`config.mk`:
```
export PLATFORM = sky130hd
export DESIGN_NAME = gopigo_spi_top
export DESIGN_NICKNAME = d
export VERILOG_FILES = /design/src/gopigo_cmd_pkg.sv /design/src/spi_cfg_pkg.sv /design/src/btn_cmd_stepper.sv /design/src/cmd_scheduler.sv /design/src/spi_master.sv /design/src/gopigo_spi_top.sv
export SDC_FILE = /design/constraint.sdc
export NUM_CORES = 1
export LEC_CHECK = 0
export BUFFER_PORTS_ARGS = -buffer_cell sky130_fd_sc_hd__buf_4
export CORE_MARGIN = 2
export CORE_UTILIZATION = 25
export CTS_BUF_LIST = sky130_fd_sc_hd__clkbuf_4 sky130_fd_sc_hd__clkbuf_8 sky130_fd_sc_hd__clkbuf_16
export DETAILED_ROUTE_END_ITERATION = 12
export GPL_ROUTABILITY_DRIVEN = 0
export PLACE_DENSITY = 0.49
export SYNTH_ARGS = -nofsm -noshare
export SYNTH_HDL_FRONTEND = slang
export SYNTH_HIERARCHICAL = 1
export SYNTH_SLANG_ARGS = --single-unit
```
`constraint.sdc`:
```
create_clock -name rst -period 8.05 [get_ports rst]
set_clock_uncertainty 0.15 [all_clocks]
set_input_delay 0.4025 -clock rst [delete_from_list [all_inputs] [get_ports rst]]
set_output_delay 0.4025 -clock rst [all_outputs]
set_load 0.03 [all_outputs]
```
`src/gopigo_cmd_pkg.sv`:
```
//~~~~~~~~~~~~~~~~~~~~~~~~~~~~~~~~~~~~~~
// Robot command definitions
//~~~~~~~~~~~~~~~~~~~~~~~~~~~~~~~~~~~~~~
`default_nettype none

package gopigo_cmd_pkg;

  // setting index, one per robot setting
  typedef logic [2:0] cmd_idx_t;

  localparam cmd_idx_t CMD_PWM_LEFT   = 3'd0;
  localparam cmd_idx_t CMD_PWM_RGHT   = 3'd1;
  localparam cmd_idx_t CMD_DPS_LIMIT  = 3'd2;
  localparam cmd_idx_t CMD_EYE_LEFT   = 3'd3;
  localparam cmd_idx_t CMD_EYE_RGHT   = 3'd4;
  localparam cmd_idx_t CMD_BLINK_LEFT = 3'd5;
  localparam cmd_idx_t CMD_BLINK_RGHT = 3'd6;
  localparam int       CMD_COUNT      = 7;

  typedef logic signed [7:0] pwm_t; // two's complement motor power
  typedef logic [15:0]       dps_t; // degrees per second
  typedef logic [23:0]       rgb_t; // R[23:16] G[15:8] B[7:0]

  // message types understood by the robot firmware
  localparam logic [7:0] OP_SET_LED       = 8'h06;
  localparam logic [7:0] OP_SET_MOTOR_PWM = 8'h0A;
  localparam logic [7:0] OP_SET_DPS_LIMIT = 8'h0F;

  localparam logic [7:0] MOTOR_LEFT = 8'h01;
  localparam logic [7:0] MOTOR_RGHT = 8'h02;
  localparam logic [7:0] MOTOR_BOTH = 8'h03;

  localparam logic [7:0] LED_EYE_LEFT   = 8'h02;
  localparam logic [7:0] LED_EYE_RGHT   = 8'h01;
  localparam logic [7:0] LED_BLINK_LEFT = 8'h04;
  localparam logic [7:0] LED_BLINK_RGHT = 8'h08;

  localparam dps_t DPS_RESET = 16'd15; // slow start for bench tests

  // button stepping
  localparam logic [7:0] PWM_STEP = 8'd32;
  localparam logic [7:0] PWM_WRAP = 8'd192;
  localparam dps_t       DPS_STEP = 16'd16;
  localparam dps_t       DPS_WRAP = 16'd1000;
  localparam logic [7:0] RGB_STEP = 8'd32;
  localparam logic [7:0] RGB_WRAP = 8'd128;

endpackage

`default_nettype wire

```
`src/spi_cfg_pkg.sv`:
```
//~~~~~~~~~~~~~~~~~~~~~~~~~~~~~~~~~~~~~~
// SPI link configuration
//~~~~~~~~~~~~~~~~~~~~~~~~~~~~~~~~~~~~~~
`default_nettype none

package spi_cfg_pkg;

  typedef logic [7:0] byte_t;

  // up to six bytes, first byte on the wire in [47:40]
  typedef logic [47:0] frame_t;

  // number of valid bytes in a frame
  typedef logic [2:0] frame_len_t;

  // clocks per half sclk period
  localparam int SCLK_DIV_DEF = 4;

  // robot address byte
  localparam byte_t SPI_ADDR_DEF = 8'h08;

endpackage

`default_nettype wire

```
`src/btn_cmd_stepper.sv`:
```
//~~~~~~~~~~~~~~~~~~~~~~~~~~~~~~~~~~~~~~
// Button setting stepper
//~~~~~~~~~~~~~~~~~~~~~~~~~~~~~~~~~~~~~~
`default_nettype none

module btn_cmd_stepper (
  input  logic                  rst,          // clock
  input  logic                  clk,          // async reset, active high
  input  logic                  btn_i,
  output gopigo_cmd_pkg::pwm_t  pwm_left_o,
  output gopigo_cmd_pkg::pwm_t  pwm_rght_o,
  output gopigo_cmd_pkg::dps_t  dps_limit_o,
  output gopigo_cmd_pkg::rgb_t  eye_left_o,
  output gopigo_cmd_pkg::rgb_t  eye_rght_o,
  output gopigo_cmd_pkg::rgb_t  blink_left_o,
  output gopigo_cmd_pkg::rgb_t  blink_rght_o
);

  import gopigo_cmd_pkg::*;

  // channel positions inside rgb_t
  localparam int CH_B = 0;
  localparam int CH_G = 1;
  localparam int CH_R = 2;

  logic [1:0] sync_q;      // two-flop synchronizer
  logic       btn_prev_q;  // edge register
  logic       press;
  cmd_idx_t   idx_q;       // setting hit by the next press

  pwm_t pwm_left_q;
  pwm_t pwm_rght_q;
  dps_t dps_limit_q;
  rgb_t eye_left_q;
  rgb_t eye_rght_q;
  rgb_t blink_left_q;
  rgb_t blink_rght_q;

  function automatic pwm_t step_pwm(input pwm_t v);
    if (unsigned'(v) >= PWM_WRAP)
      return '0;
    else
      return v + PWM_STEP;
  endfunction

  function automatic dps_t step_dps(input dps_t v);
    if (v >= DPS_WRAP)
      return '0;
    else
      return v + DPS_STEP;
  endfunction

  // test_ch decides the wrap, step_mask picks the channels that move
  function automatic rgb_t step_rgb(input rgb_t c, input int test_ch, input logic [2:0] step_mask);
    rgb_t r;
    r = c;
    if (c[test_ch*8 +: 8] >= RGB_WRAP) begin
      r = '0;
    end else begin
      for (int ch = 0; ch < 3; ch++) begin
        if (step_mask[ch])
          r[ch*8 +: 8] = c[ch*8 +: 8] + RGB_STEP;
      end
    end
    return r;
  endfunction

  always_ff @(posedge rst or posedge clk) begin
    if (clk) begin
      sync_q     <= '0;
      btn_prev_q <= 1'b0;
    end else begin
      sync_q     <= {sync_q[0], btn_i};
      btn_prev_q <= sync_q[1];
    end
  end

  assign press = sync_q[1] & ~btn_prev_q;

  always_ff @(posedge rst or posedge clk) begin
    if (clk) begin
      idx_q        <= CMD_PWM_LEFT;
      pwm_left_q   <= '0;
      pwm_rght_q   <= '0;
      dps_limit_q  <= DPS_RESET;
      eye_left_q   <= '0;
      eye_rght_q   <= '0;
      blink_left_q <= '0;
      blink_rght_q <= '0;
    end else if (press) begin
      idx_q <= (idx_q == cmd_idx_t'(CMD_COUNT - 1)) ? CMD_PWM_LEFT : idx_q + 3'd1;
      case (idx_q)
        CMD_PWM_LEFT:   pwm_left_q   <= step_pwm(pwm_left_q);
        CMD_PWM_RGHT:   pwm_rght_q   <= step_pwm(pwm_rght_q);
        CMD_DPS_LIMIT:  dps_limit_q  <= step_dps(dps_limit_q);
        CMD_EYE_LEFT:   eye_left_q   <= step_rgb(eye_left_q, CH_B, 3'b001);
        CMD_EYE_RGHT:   eye_rght_q   <= step_rgb(eye_rght_q, CH_G, 3'b010);
        CMD_BLINK_LEFT: blink_left_q <= step_rgb(blink_left_q, CH_R, 3'b100);
        CMD_BLINK_RGHT: blink_rght_q <= step_rgb(blink_rght_q, CH_B, 3'b111); // white
        default: ;
      endcase
    end
  end

  assign pwm_left_o   = pwm_left_q;
  assign pwm_rght_o   = pwm_rght_q;
  assign dps_limit_o  = dps_limit_q;
  assign eye_left_o   = eye_left_q;
  assign eye_rght_o   = eye_rght_q;
  assign blink_left_o = blink_left_q;
  assign blink_rght_o = blink_rght_q;

endmodule

`default_nettype wire

```
`src/cmd_scheduler.sv`:
```
//~~~~~~~~~~~~~~~~~~~~~~~~~~~~~~~~~~~~~~
// Command frame scheduler
//~~~~~~~~~~~~~~~~~~~~~~~~~~~~~~~~~~~~~~
`default_nettype none

module cmd_scheduler #(
  parameter spi_cfg_pkg::byte_t SPI_ADDR = spi_cfg_pkg::SPI_ADDR_DEF
) (
  input  logic                    rst,  // clock
  input  logic                    clk,  // async reset, active high
  input  gopigo_cmd_pkg::pwm_t    pwm_left_i,
  input  gopigo_cmd_pkg::pwm_t    pwm_rght_i,
  input  gopigo_cmd_pkg::dps_t    dps_limit_i,
  input  gopigo_cmd_pkg::rgb_t    eye_left_i,
  input  gopigo_cmd_pkg::rgb_t    eye_rght_i,
  input  gopigo_cmd_pkg::rgb_t    blink_left_i,
  input  gopigo_cmd_pkg::rgb_t    blink_rght_i,
  output spi_cfg_pkg::frame_t     frame_o,
  output spi_cfg_pkg::frame_len_t frame_len_o,
  output logic                    req_o,
  input  logic                    ack_i,
  output logic                    rpi_running_o
);

  import gopigo_cmd_pkg::*;
  import spi_cfg_pkg::*;

  typedef enum logic [1:0] {IDLE, REQ, WAIT_ACK_LOW} state_t;

  state_t               state_q;
  logic                 req_q;
  logic                 running_q;
  cmd_idx_t             idx_q;      // setting in flight
  logic [CMD_COUNT-1:0] sent_q;     // sent at least once since reset
  logic [CMD_COUNT-1:0] pending;
  logic                 any_pend;
  cmd_idx_t             sel_idx;
  logic                 load;
  logic                 done;
  frame_t               next_frame;
  frame_len_t           next_len;
  frame_t               frame_q;
  frame_len_t           len_q;

  // last value sent for each setting
  pwm_t shd_pwm_left_q;
  pwm_t shd_pwm_rght_q;
  dps_t shd_dps_limit_q;
  rgb_t shd_eye_left_q;
  rgb_t shd_eye_rght_q;
  rgb_t shd_blink_left_q;
  rgb_t shd_blink_rght_q;

  assign pending[CMD_PWM_LEFT]   = ~sent_q[CMD_PWM_LEFT]   | (pwm_left_i != shd_pwm_left_q);
  assign pending[CMD_PWM_RGHT]   = ~sent_q[CMD_PWM_RGHT]   | (pwm_rght_i != shd_pwm_rght_q);
  assign pending[CMD_DPS_LIMIT]  = ~sent_q[CMD_DPS_LIMIT]  | (dps_limit_i != shd_dps_limit_q);
  assign pending[CMD_EYE_LEFT]   = ~sent_q[CMD_EYE_LEFT]   | (eye_left_i != shd_eye_left_q);
  assign pending[CMD_EYE_RGHT]   = ~sent_q[CMD_EYE_RGHT]   | (eye_rght_i != shd_eye_rght_q);
  assign pending[CMD_BLINK_LEFT] = ~sent_q[CMD_BLINK_LEFT] | (blink_left_i != shd_blink_left_q);
  assign pending[CMD_BLINK_RGHT] = ~sent_q[CMD_BLINK_RGHT] | (blink_rght_i != shd_blink_rght_q);

  // lowest pending index wins
  always_comb begin
    any_pend = 1'b0;
    sel_idx  = CMD_PWM_LEFT;
    for (int i = CMD_COUNT - 1; i >= 0; i--) begin
      if (pending[i]) begin
        any_pend = 1'b1;
        sel_idx  = cmd_idx_t'(i);
      end
    end
  end

  always_comb begin
    next_len   = 3'd6;
    next_frame = {SPI_ADDR, OP_SET_LED, LED_BLINK_RGHT, blink_rght_i};
    case (sel_idx)
      CMD_PWM_LEFT: begin
        next_len   = 3'd4;
        next_frame = {SPI_ADDR, OP_SET_MOTOR_PWM, MOTOR_LEFT, pwm_left_i, 16'h0000};
      end
      CMD_PWM_RGHT: begin
        next_len   = 3'd4;
        next_frame = {SPI_ADDR, OP_SET_MOTOR_PWM, MOTOR_RGHT, pwm_rght_i, 16'h0000};
      end
      CMD_DPS_LIMIT: begin
        next_len   = 3'd5;
        next_frame = {SPI_ADDR, OP_SET_DPS_LIMIT, MOTOR_BOTH, dps_limit_i, 8'h00};
      end
      CMD_EYE_LEFT:   next_frame = {SPI_ADDR, OP_SET_LED, LED_EYE_LEFT, eye_left_i};
      CMD_EYE_RGHT:   next_frame = {SPI_ADDR, OP_SET_LED, LED_EYE_RGHT, eye_rght_i};
      CMD_BLINK_LEFT: next_frame = {SPI_ADDR, OP_SET_LED, LED_BLINK_LEFT, blink_left_i};
      default: ;
    endcase
  end

  assign load = (state_q == IDLE) && any_pend && !ack_i;
  assign done = (state_q == REQ) && ack_i;

  always_ff @(posedge rst or posedge clk) begin
    if (clk) begin
      state_q   <= IDLE;
      req_q     <= 1'b0;
      idx_q     <= CMD_PWM_LEFT;
      sent_q    <= '0;
      running_q <= 1'b0;
    end else begin
      running_q <= running_q | (&sent_q);
      case (state_q)
        IDLE: if (load) begin
          req_q   <= 1'b1;
          idx_q   <= sel_idx;
          state_q <= REQ;
        end
        REQ: if (done) begin
          req_q         <= 1'b0;
          sent_q[idx_q] <= 1'b1;
          state_q       <= WAIT_ACK_LOW;
        end
        WAIT_ACK_LOW: if (!ack_i) state_q <= IDLE;
        default: state_q <= IDLE;
      endcase
    end
  end

  // the shadow takes the payload bytes of the frame just acknowledged
  always_ff @(posedge rst) begin
    if (load) begin
      frame_q <= next_frame;
      len_q   <= next_len;
    end
    if (done) begin
      case (idx_q)
        CMD_PWM_LEFT:   shd_pwm_left_q   <= frame_q[23:16];
        CMD_PWM_RGHT:   shd_pwm_rght_q   <= frame_q[23:16];
        CMD_DPS_LIMIT:  shd_dps_limit_q  <= frame_q[23:8];
        CMD_EYE_LEFT:   shd_eye_left_q   <= frame_q[23:0];
        CMD_EYE_RGHT:   shd_eye_rght_q   <= frame_q[23:0];
        CMD_BLINK_LEFT: shd_blink_left_q <= frame_q[23:0];
        CMD_BLINK_RGHT: shd_blink_rght_q <= frame_q[23:0];
        default: ;
      endcase
    end
  end

  assign frame_o       = frame_q;
  assign frame_len_o   = len_q;
  assign req_o         = req_q;
  assign rpi_running_o = running_q;

endmodule

`default_nettype wire

```
`src/spi_master.sv`:
```
//~~~~~~~~~~~~~~~~~~~~~~~~~~~~~~~~~~~~~~
// SPI master, mode 0
//~~~~~~~~~~~~~~~~~~~~~~~~~~~~~~~~~~~~~~
`default_nettype none

module spi_master #(
  parameter int SCLK_DIV = spi_cfg_pkg::SCLK_DIV_DEF
) (
  input  logic                    rst,  // clock
  input  logic                    clk,  // async reset, active high
  input  spi_cfg_pkg::frame_t     frame_i,
  input  spi_cfg_pkg::frame_len_t frame_len_i,
  input  logic                    req_i,
  output logic                    ack_o,
  output logic                    sclk_o,
  output logic                    mosi_o,
  output logic                    spi_ss_n_o
);

  import spi_cfg_pkg::*;

  localparam int DIV_W = $clog2(2 * SCLK_DIV);

  typedef logic [DIV_W-1:0] div_cnt_t;

  localparam div_cnt_t HALF_LAST = div_cnt_t'(SCLK_DIV - 1);     // half sclk period
  localparam div_cnt_t GAP_LAST  = div_cnt_t'(2 * SCLK_DIV - 1); // min deselect time

  typedef enum logic [2:0] {IDLE, SELECT, SHIFT, DESELECT, ACK} state_t;

  state_t     state_q;
  div_cnt_t   div_cnt_q;
  logic [2:0] bit_cnt_q;
  frame_len_t byte_cnt_q;
  frame_t     sreg_q;     // shift register, msb goes out first
  frame_len_t len_q;
  logic       last_byte;
  logic       ack_q;
  logic       sclk_q;
  logic       mosi_q;
  logic       ss_n_q;

  assign last_byte = (byte_cnt_q == frame_len_t'(len_q - 3'd1));

  always_ff @(posedge rst or posedge clk) begin
    if (clk) begin
      state_q    <= IDLE;
      div_cnt_q  <= '0;
      bit_cnt_q  <= '0;
      byte_cnt_q <= '0;
      ack_q      <= 1'b0;
      sclk_q     <= 1'b0;
      mosi_q     <= 1'b0;
      ss_n_q     <= 1'b1;
    end else begin
      case (state_q)
        IDLE: if (req_i && !ack_q) state_q <= SELECT;
        SELECT: begin
          ss_n_q     <= 1'b0;
          mosi_q     <= sreg_q[47]; // first bit ahead of the first rising edge
          div_cnt_q  <= '0;
          bit_cnt_q  <= '0;
          byte_cnt_q <= '0;
          state_q    <= SHIFT;
        end
        SHIFT: begin
          if (div_cnt_q == HALF_LAST) begin
            div_cnt_q <= '0;
            sclk_q    <= ~sclk_q;
            if (sclk_q) begin // falling edge, move to next bit
              bit_cnt_q <= bit_cnt_q + 3'd1;
              mosi_q    <= sreg_q[47];
              if (bit_cnt_q == 3'd7) begin
                byte_cnt_q <= byte_cnt_q + 3'd1;
                if (last_byte) begin
                  mosi_q  <= 1'b0;
                  state_q <= DESELECT;
                end
              end
            end
          end else begin
            div_cnt_q <= div_cnt_q + 1'b1;
          end
        end
        DESELECT: begin
          // hold select for half a period past the last falling edge
          if (div_cnt_q == HALF_LAST) begin
            div_cnt_q <= '0;
            ss_n_q    <= 1'b1;
            state_q   <= ACK;
          end else begin
            div_cnt_q <= div_cnt_q + 1'b1;
          end
        end
        ACK: begin
          ack_q <= 1'b1;
          if (div_cnt_q != GAP_LAST)
            div_cnt_q <= div_cnt_q + 1'b1;
          else if (!req_i) begin
            ack_q   <= 1'b0;
            state_q <= IDLE;
          end
        end
        default: state_q <= IDLE;
      endcase
    end
  end

  // frame payload, loaded on request and shifted on each falling sclk
  always_ff @(posedge rst) begin
    if (state_q == IDLE && req_i && !ack_q) begin
      sreg_q <= frame_i;
      len_q  <= frame_len_i;
    end else if (state_q == SELECT) begin
      sreg_q <= {sreg_q[46:0], 1'b0};
    end else if (state_q == SHIFT && div_cnt_q == HALF_LAST && sclk_q) begin
      sreg_q <= {sreg_q[46:0], 1'b0};
    end
  end

  assign ack_o      = ack_q;
  assign sclk_o     = sclk_q;
  assign mosi_o     = mosi_q;
  assign spi_ss_n_o = ss_n_q;

endmodule

`default_nettype wire

```
`src/gopigo_spi_top.sv`:
```
//~~~~~~~~~~~~~~~~~~~~~~~~~~~~~~~~~~~~~~
// Button to SPI command top
//~~~~~~~~~~~~~~~~~~~~~~~~~~~~~~~~~~~~~~
`default_nettype none

module gopigo_spi_top #(
  parameter int                 SCLK_DIV = spi_cfg_pkg::SCLK_DIV_DEF,
  parameter spi_cfg_pkg::byte_t SPI_ADDR = spi_cfg_pkg::SPI_ADDR_DEF
) (
  input  logic rst,           // clock
  input  logic clk,           // async reset, active high
  input  logic btn_i,
  output logic sclk_o,
  output logic mosi_o,
  output logic spi_ss_n_o,    // active low
  output logic rpi_running_o  // initial round done
);

  import gopigo_cmd_pkg::*;
  import spi_cfg_pkg::*;

  pwm_t       pwm_left;
  pwm_t       pwm_rght;
  dps_t       dps_limit;
  rgb_t       eye_left;
  rgb_t       eye_rght;
  rgb_t       blink_left;
  rgb_t       blink_rght;
  frame_t     frame;
  frame_len_t frame_len;
  logic       req;
  logic       ack;

  btn_cmd_stepper i_stepper (
    .rst          (rst),
    .clk          (clk),
    .btn_i        (btn_i),
    .pwm_left_o   (pwm_left),
    .pwm_rght_o   (pwm_rght),
    .dps_limit_o  (dps_limit),
    .eye_left_o   (eye_left),
    .eye_rght_o   (eye_rght),
    .blink_left_o (blink_left),
    .blink_rght_o (blink_rght)
  );

  cmd_scheduler #(
    .SPI_ADDR (SPI_ADDR)
  ) i_scheduler (
    .rst           (rst),
    .clk           (clk),
    .pwm_left_i    (pwm_left),
    .pwm_rght_i    (pwm_rght),
    .dps_limit_i   (dps_limit),
    .eye_left_i    (eye_left),
    .eye_rght_i    (eye_rght),
    .blink_left_i  (blink_left),
    .blink_rght_i  (blink_rght),
    .frame_o       (frame),
    .frame_len_o   (frame_len),
    .req_o         (req),
    .ack_i         (ack),
    .rpi_running_o (rpi_running_o)
  );

  spi_master #(
    .SCLK_DIV (SCLK_DIV)
  ) i_spi_master (
    .rst         (rst),
    .clk         (clk),
    .frame_i     (frame),
    .frame_len_i (frame_len),
    .req_i       (req),
    .ack_o       (ack),
    .sclk_o      (sclk_o),
    .mosi_o      (mosi_o),
    .spi_ss_n_o  (spi_ss_n_o)
  );

endmodule

`default_nettype wire

```
==> reports/metrics.csv <==
stage,metric,value,unit
setup_path,Crit. End Element,flip-flop,
floorplan,die height,247.3,um
clock_network,Setup Buffers After CTS,0,
synthesis,cells after synthesis,1170,
clock_network,CTS tree,yes,
pwr,P_leak,5.668,nW
worst_hold_path,hold-critical path depth,0,
setup_path,Critical Path Fanout Max,17,
routing,routed vias/inst,4.433,
setup_path,Critical Path AT,4280,ps
placement,dpl cell area,15340,um2
sta,Finish-stage setup viols,0,
sta,setup repair after global routing missed its margin,false,
routing,wire per inst,19.06,um
floorplan,die area,61170,um2
synthesis,share of the synthesized area in the top cell type,0.4301,
setup_path,R2R Setup Slk,4030,ps
synthesis,"count leader, synth",edfxtp_1,
clock_network,htree depth,1,
global_route,vias in the first global route,8581,
global_route,largest net degree at the start of global routing,53,
synthesis,number of flops mapped to enable cells by yosys,212,
run_status,status,finished clean,
sta,slew margin rel.,0.1892,
sta,Least-Margin Pin Slew,1207,ps
final_layout,final instance area,16370,um2
synthesis,Post-Syn Area per Cell,12.65,um2
sta,TNS Setup,0,ps
pwr,Final Power,3.499,mW
setup_path,Setup CP Type,reg -> reg,
synthesis,ranking of synthesized cells by area,"edfxtp_1 43%, dfrtp_1 12%, xnor2_1 6.7%",
synthesis,"Seq/Total Area, Yosys",0.5536,
routing,DR vias,8804,
worst_hold_path,Worst Hold Launch,i_stepper/sync_q[0]$_DFF_PP0_,
setup_path,Reg-to-Reg Start,i_stepper/blink_left_o[23]$_DFFE_PP0P_,
routing,TritonRoute pass-1 iters,5,
clock_network,Clock Tree Buf Depth,3,
setup_path,reg-to-reg critical path endpoint,i_scheduler/frame_o[6]$_DFFE_PP_,
routing,drt initial violations,623,
final_layout,NumNets Final,1211,
clock_network,CTS Buf Count,31,
setup_path,CP Launch Type,flip-flop,
synthesis,top_reg_cell synth,edfxtp_1,
global_route,initial antenna violation count,1,
worst_hold_path,Hold EP,i_stepper/sync_q[1]$_DFF_PP0_,
synthesis,leading area contributor after synthesis,edfxtp_1,
routing,antenna-violating nets left,0,
global_route,overflow left after global routing,0,
floorplan,die width,247.3,um
global_route,first-pass GRT wire length,56350,um
clock_network,clock slew at reported path FFs,70,ps
synthesis,Syn Std Cell Area,14800,um2
floorplan,Initial Utilization,0.2518,
placement,Final HPWL DP,27590,um
sta,Max Slew Vio Count,0,
floorplan,I/O pins,7,
clock_network,# resized after CTS,0,
final_layout,fin util,0.2784,
floorplan,area of the core,58800,um2
floorplan,num rows,89,
synthesis,register bit count reported by yosys,285,
clock_network,Worst-Skew Late Latency,580,ps
global_route,Total GRT Usage,0.1241,
worst_hold_path,Hold/Removal Path Class,reg -> reg,
clock_network,CTS root buffer,clkbuf_16,
final_layout,FILL cells,6017,
sta,Tmin final,4023,ps
run,max_cap viols,0,
synthesis,Synthesis Warnings,6,
routing,wire length after detailed routing,37850,um
sta,Final Hold Fails,0,
synthesis,"FFs w/ async S/R, synth",0.2561,
synthesis,Yosys cell types,80,
placement,PortBufs,6,
pwr,Peak VDD IR,161.7,uV
final_layout,layout cells sized above 1,0.1370,
synthesis,Synth top cells by count,"212 x edfxtp_1, 114 x xnor2_1, 109 x buf_4, 71 x dfrtp_1, 68 x nand2_1",
sta,fin crit share,0.4998,
clock_network,CTS Sinks,285,
pwr,PwrDens,213.8,nW/um2
final_layout,Area Growth Syn to Fin,10.57,%
setup_path,Worst Path Required,8300,ps
sta,hold_ws,202.5,ps
setup_path,reg2reg path depth,7,
sta,Max Fclk,0.2486,GHz
routing,DRC viols,0,
[worst max-delay path, cell delays in order (launching register included)]
cell and delay [ps]:
dfrtp_1 450, xnor2_1 300, nand4_1 130, nor4_1 740
nand4_1 470, nor4_4 1130, a22oi_1 280, o21ai_1 180
[layout make-up]
cell class | instances | area, um2 | share of cell area
inverter | 24 | 90.09 | 0.005504
antenna | 1 | 2.502 | 0.0001529
clock buffer | 37 | 820.8 | 0.05015
tap | 773 | 967.2 | 0.05909
sequential | 285 | 8195 | 0.5007
timing repair buffer | 17 | 132.6 | 0.008103
clock inverter | 19 | 188.9 | 0.01154
multi-input combinational | 830 | 5971 | 0.3648
[metal layers]
| metal | track usage | vias to the layer above | routed length (um) | share of wire |
|---|---|---|---|---|
| met4 | 0.03822 | 0 | 875 | 0.023 |
| li1 | - | 4142 | - | - |
| met5 | 0 | - | 0 | 0 |
| met2 | 0.2014 | 207 | 17850 | 0.47 |
| met1 | 0.1702 | 4402 | 17370 | 0.46 |
| met3 | 0.01892 | 53 | 1761 | 0.047 |
[cell usage in the layout, fill, tap and decap left out, drive strengths merged, types with 16 or more instances in the layout]
cell | synthesis | layout
nand4 | 49 | 49
o21ai | 45 | 45
nor3 | 23 | 23
edfxtp | 212 | 212
nor2 | 59 | 59
nand2b | 16 | 16
mux2 | 63 | 63
xor2 | 26 | 26
mux2i | 39 | 39
nor4 | 20 | 20
dfrtp | 71 | 71
clkbuf | 4 | 37
a21oi | 23 | 23
nand3 | 25 | 25
inv | 24 | 30
ha | 19 | 19
xnor2 | 114 | 114
conb | 3 | 106
nand2 | 68 | 68
[power breakdown]
part           internal (mW)  switching, mW  total, mW
clock                  0.803          0.624       1.43
sequential              1.62          0.130       1.75
combinational          0.139          0.183      0.322
total                   2.56          0.937       3.50
[stage by stage]
| step | worst slack [ps] | cells |
|---|---|---|
| after floorplan | 4081 | 1273 |
| after CTS | 4201 | 1985 |
| after detailed placement | 4241 | 1927 |
| final | 4027 | 1986 |
| after global routing | 3912 | 1985 |
| after global placement | 4202 | 1927 |
[worst max-delay path by stage]
stage | from | cells after the start | endpoint | slack (ps)
final | i_stepper/blink_left_o[23]$_DFFE_PP0P_ | 7 | i_scheduler/frame_o[6]$_DFFE_PP_ | 4030
after global routing | i_stepper/blink_left_o[23]$_DFFE_PP0P_ | 8 | i_scheduler/frame_o[22]$_DFFE_PP_ | 3910
after CTS | i_stepper/blink_left_o[23]$_DFFE_PP0P_ | 7 | i_scheduler/frame_o[6]$_DFFE_PP_ | 4200
after detailed placement | i_scheduler/shd_blink_left_q[3]$_DFFE_PP_ | 8 | i_scheduler/frame_o[22]$_DFFE_PP_ | 4240
after global placement | i_stepper/blink_left_o[23]$_DFFE_PP0P_ | 7 | i_scheduler/frame_o[6]$_DFFE_PP_ | 4200
after floorplan | i_spi_master/div_cnt_q[0]$_DFFE_PP0P_ | 4 | i_spi_master/sreg_q[0]$_SDFFCE_PN0P_ | 4080
[registers in the layout (all words and copies together), names as in the netlist, 9 cells and up]
signal,cells
i_scheduler/frame_o,31
i_scheduler/shd_blink_left_q,24
i_scheduler/shd_blink_rght_q,24
i_scheduler/shd_dps_limit_q,16
i_scheduler/shd_eye_left_q,24
i_scheduler/shd_eye_rght_q,24
i_spi_master/sreg_q,48
i_stepper/blink_rght_o,9
i_stepper/dps_limit_o,13
[logic make-up after synthesis]
family / share of synthesized area
muxes: 0.08647
xor gates and xnor gates: 0.08283
and+or+nand+nor: 0.1197
AOI/OAI and AO/OA: 0.06787
adders and majority gates: 0.01606
other: 0.0007607
buffers and inverters: 0.07269
DFF: 0.5536
[what timing repair did]
action / 4_1_cts / 5_1_grt
endpoints found under the hold margin: 72 / 0
hold buffers: 2 / 0
endpoints found under the setup margin: 0 / 0
Note: power is estimated with default switching activity, not from simulation.
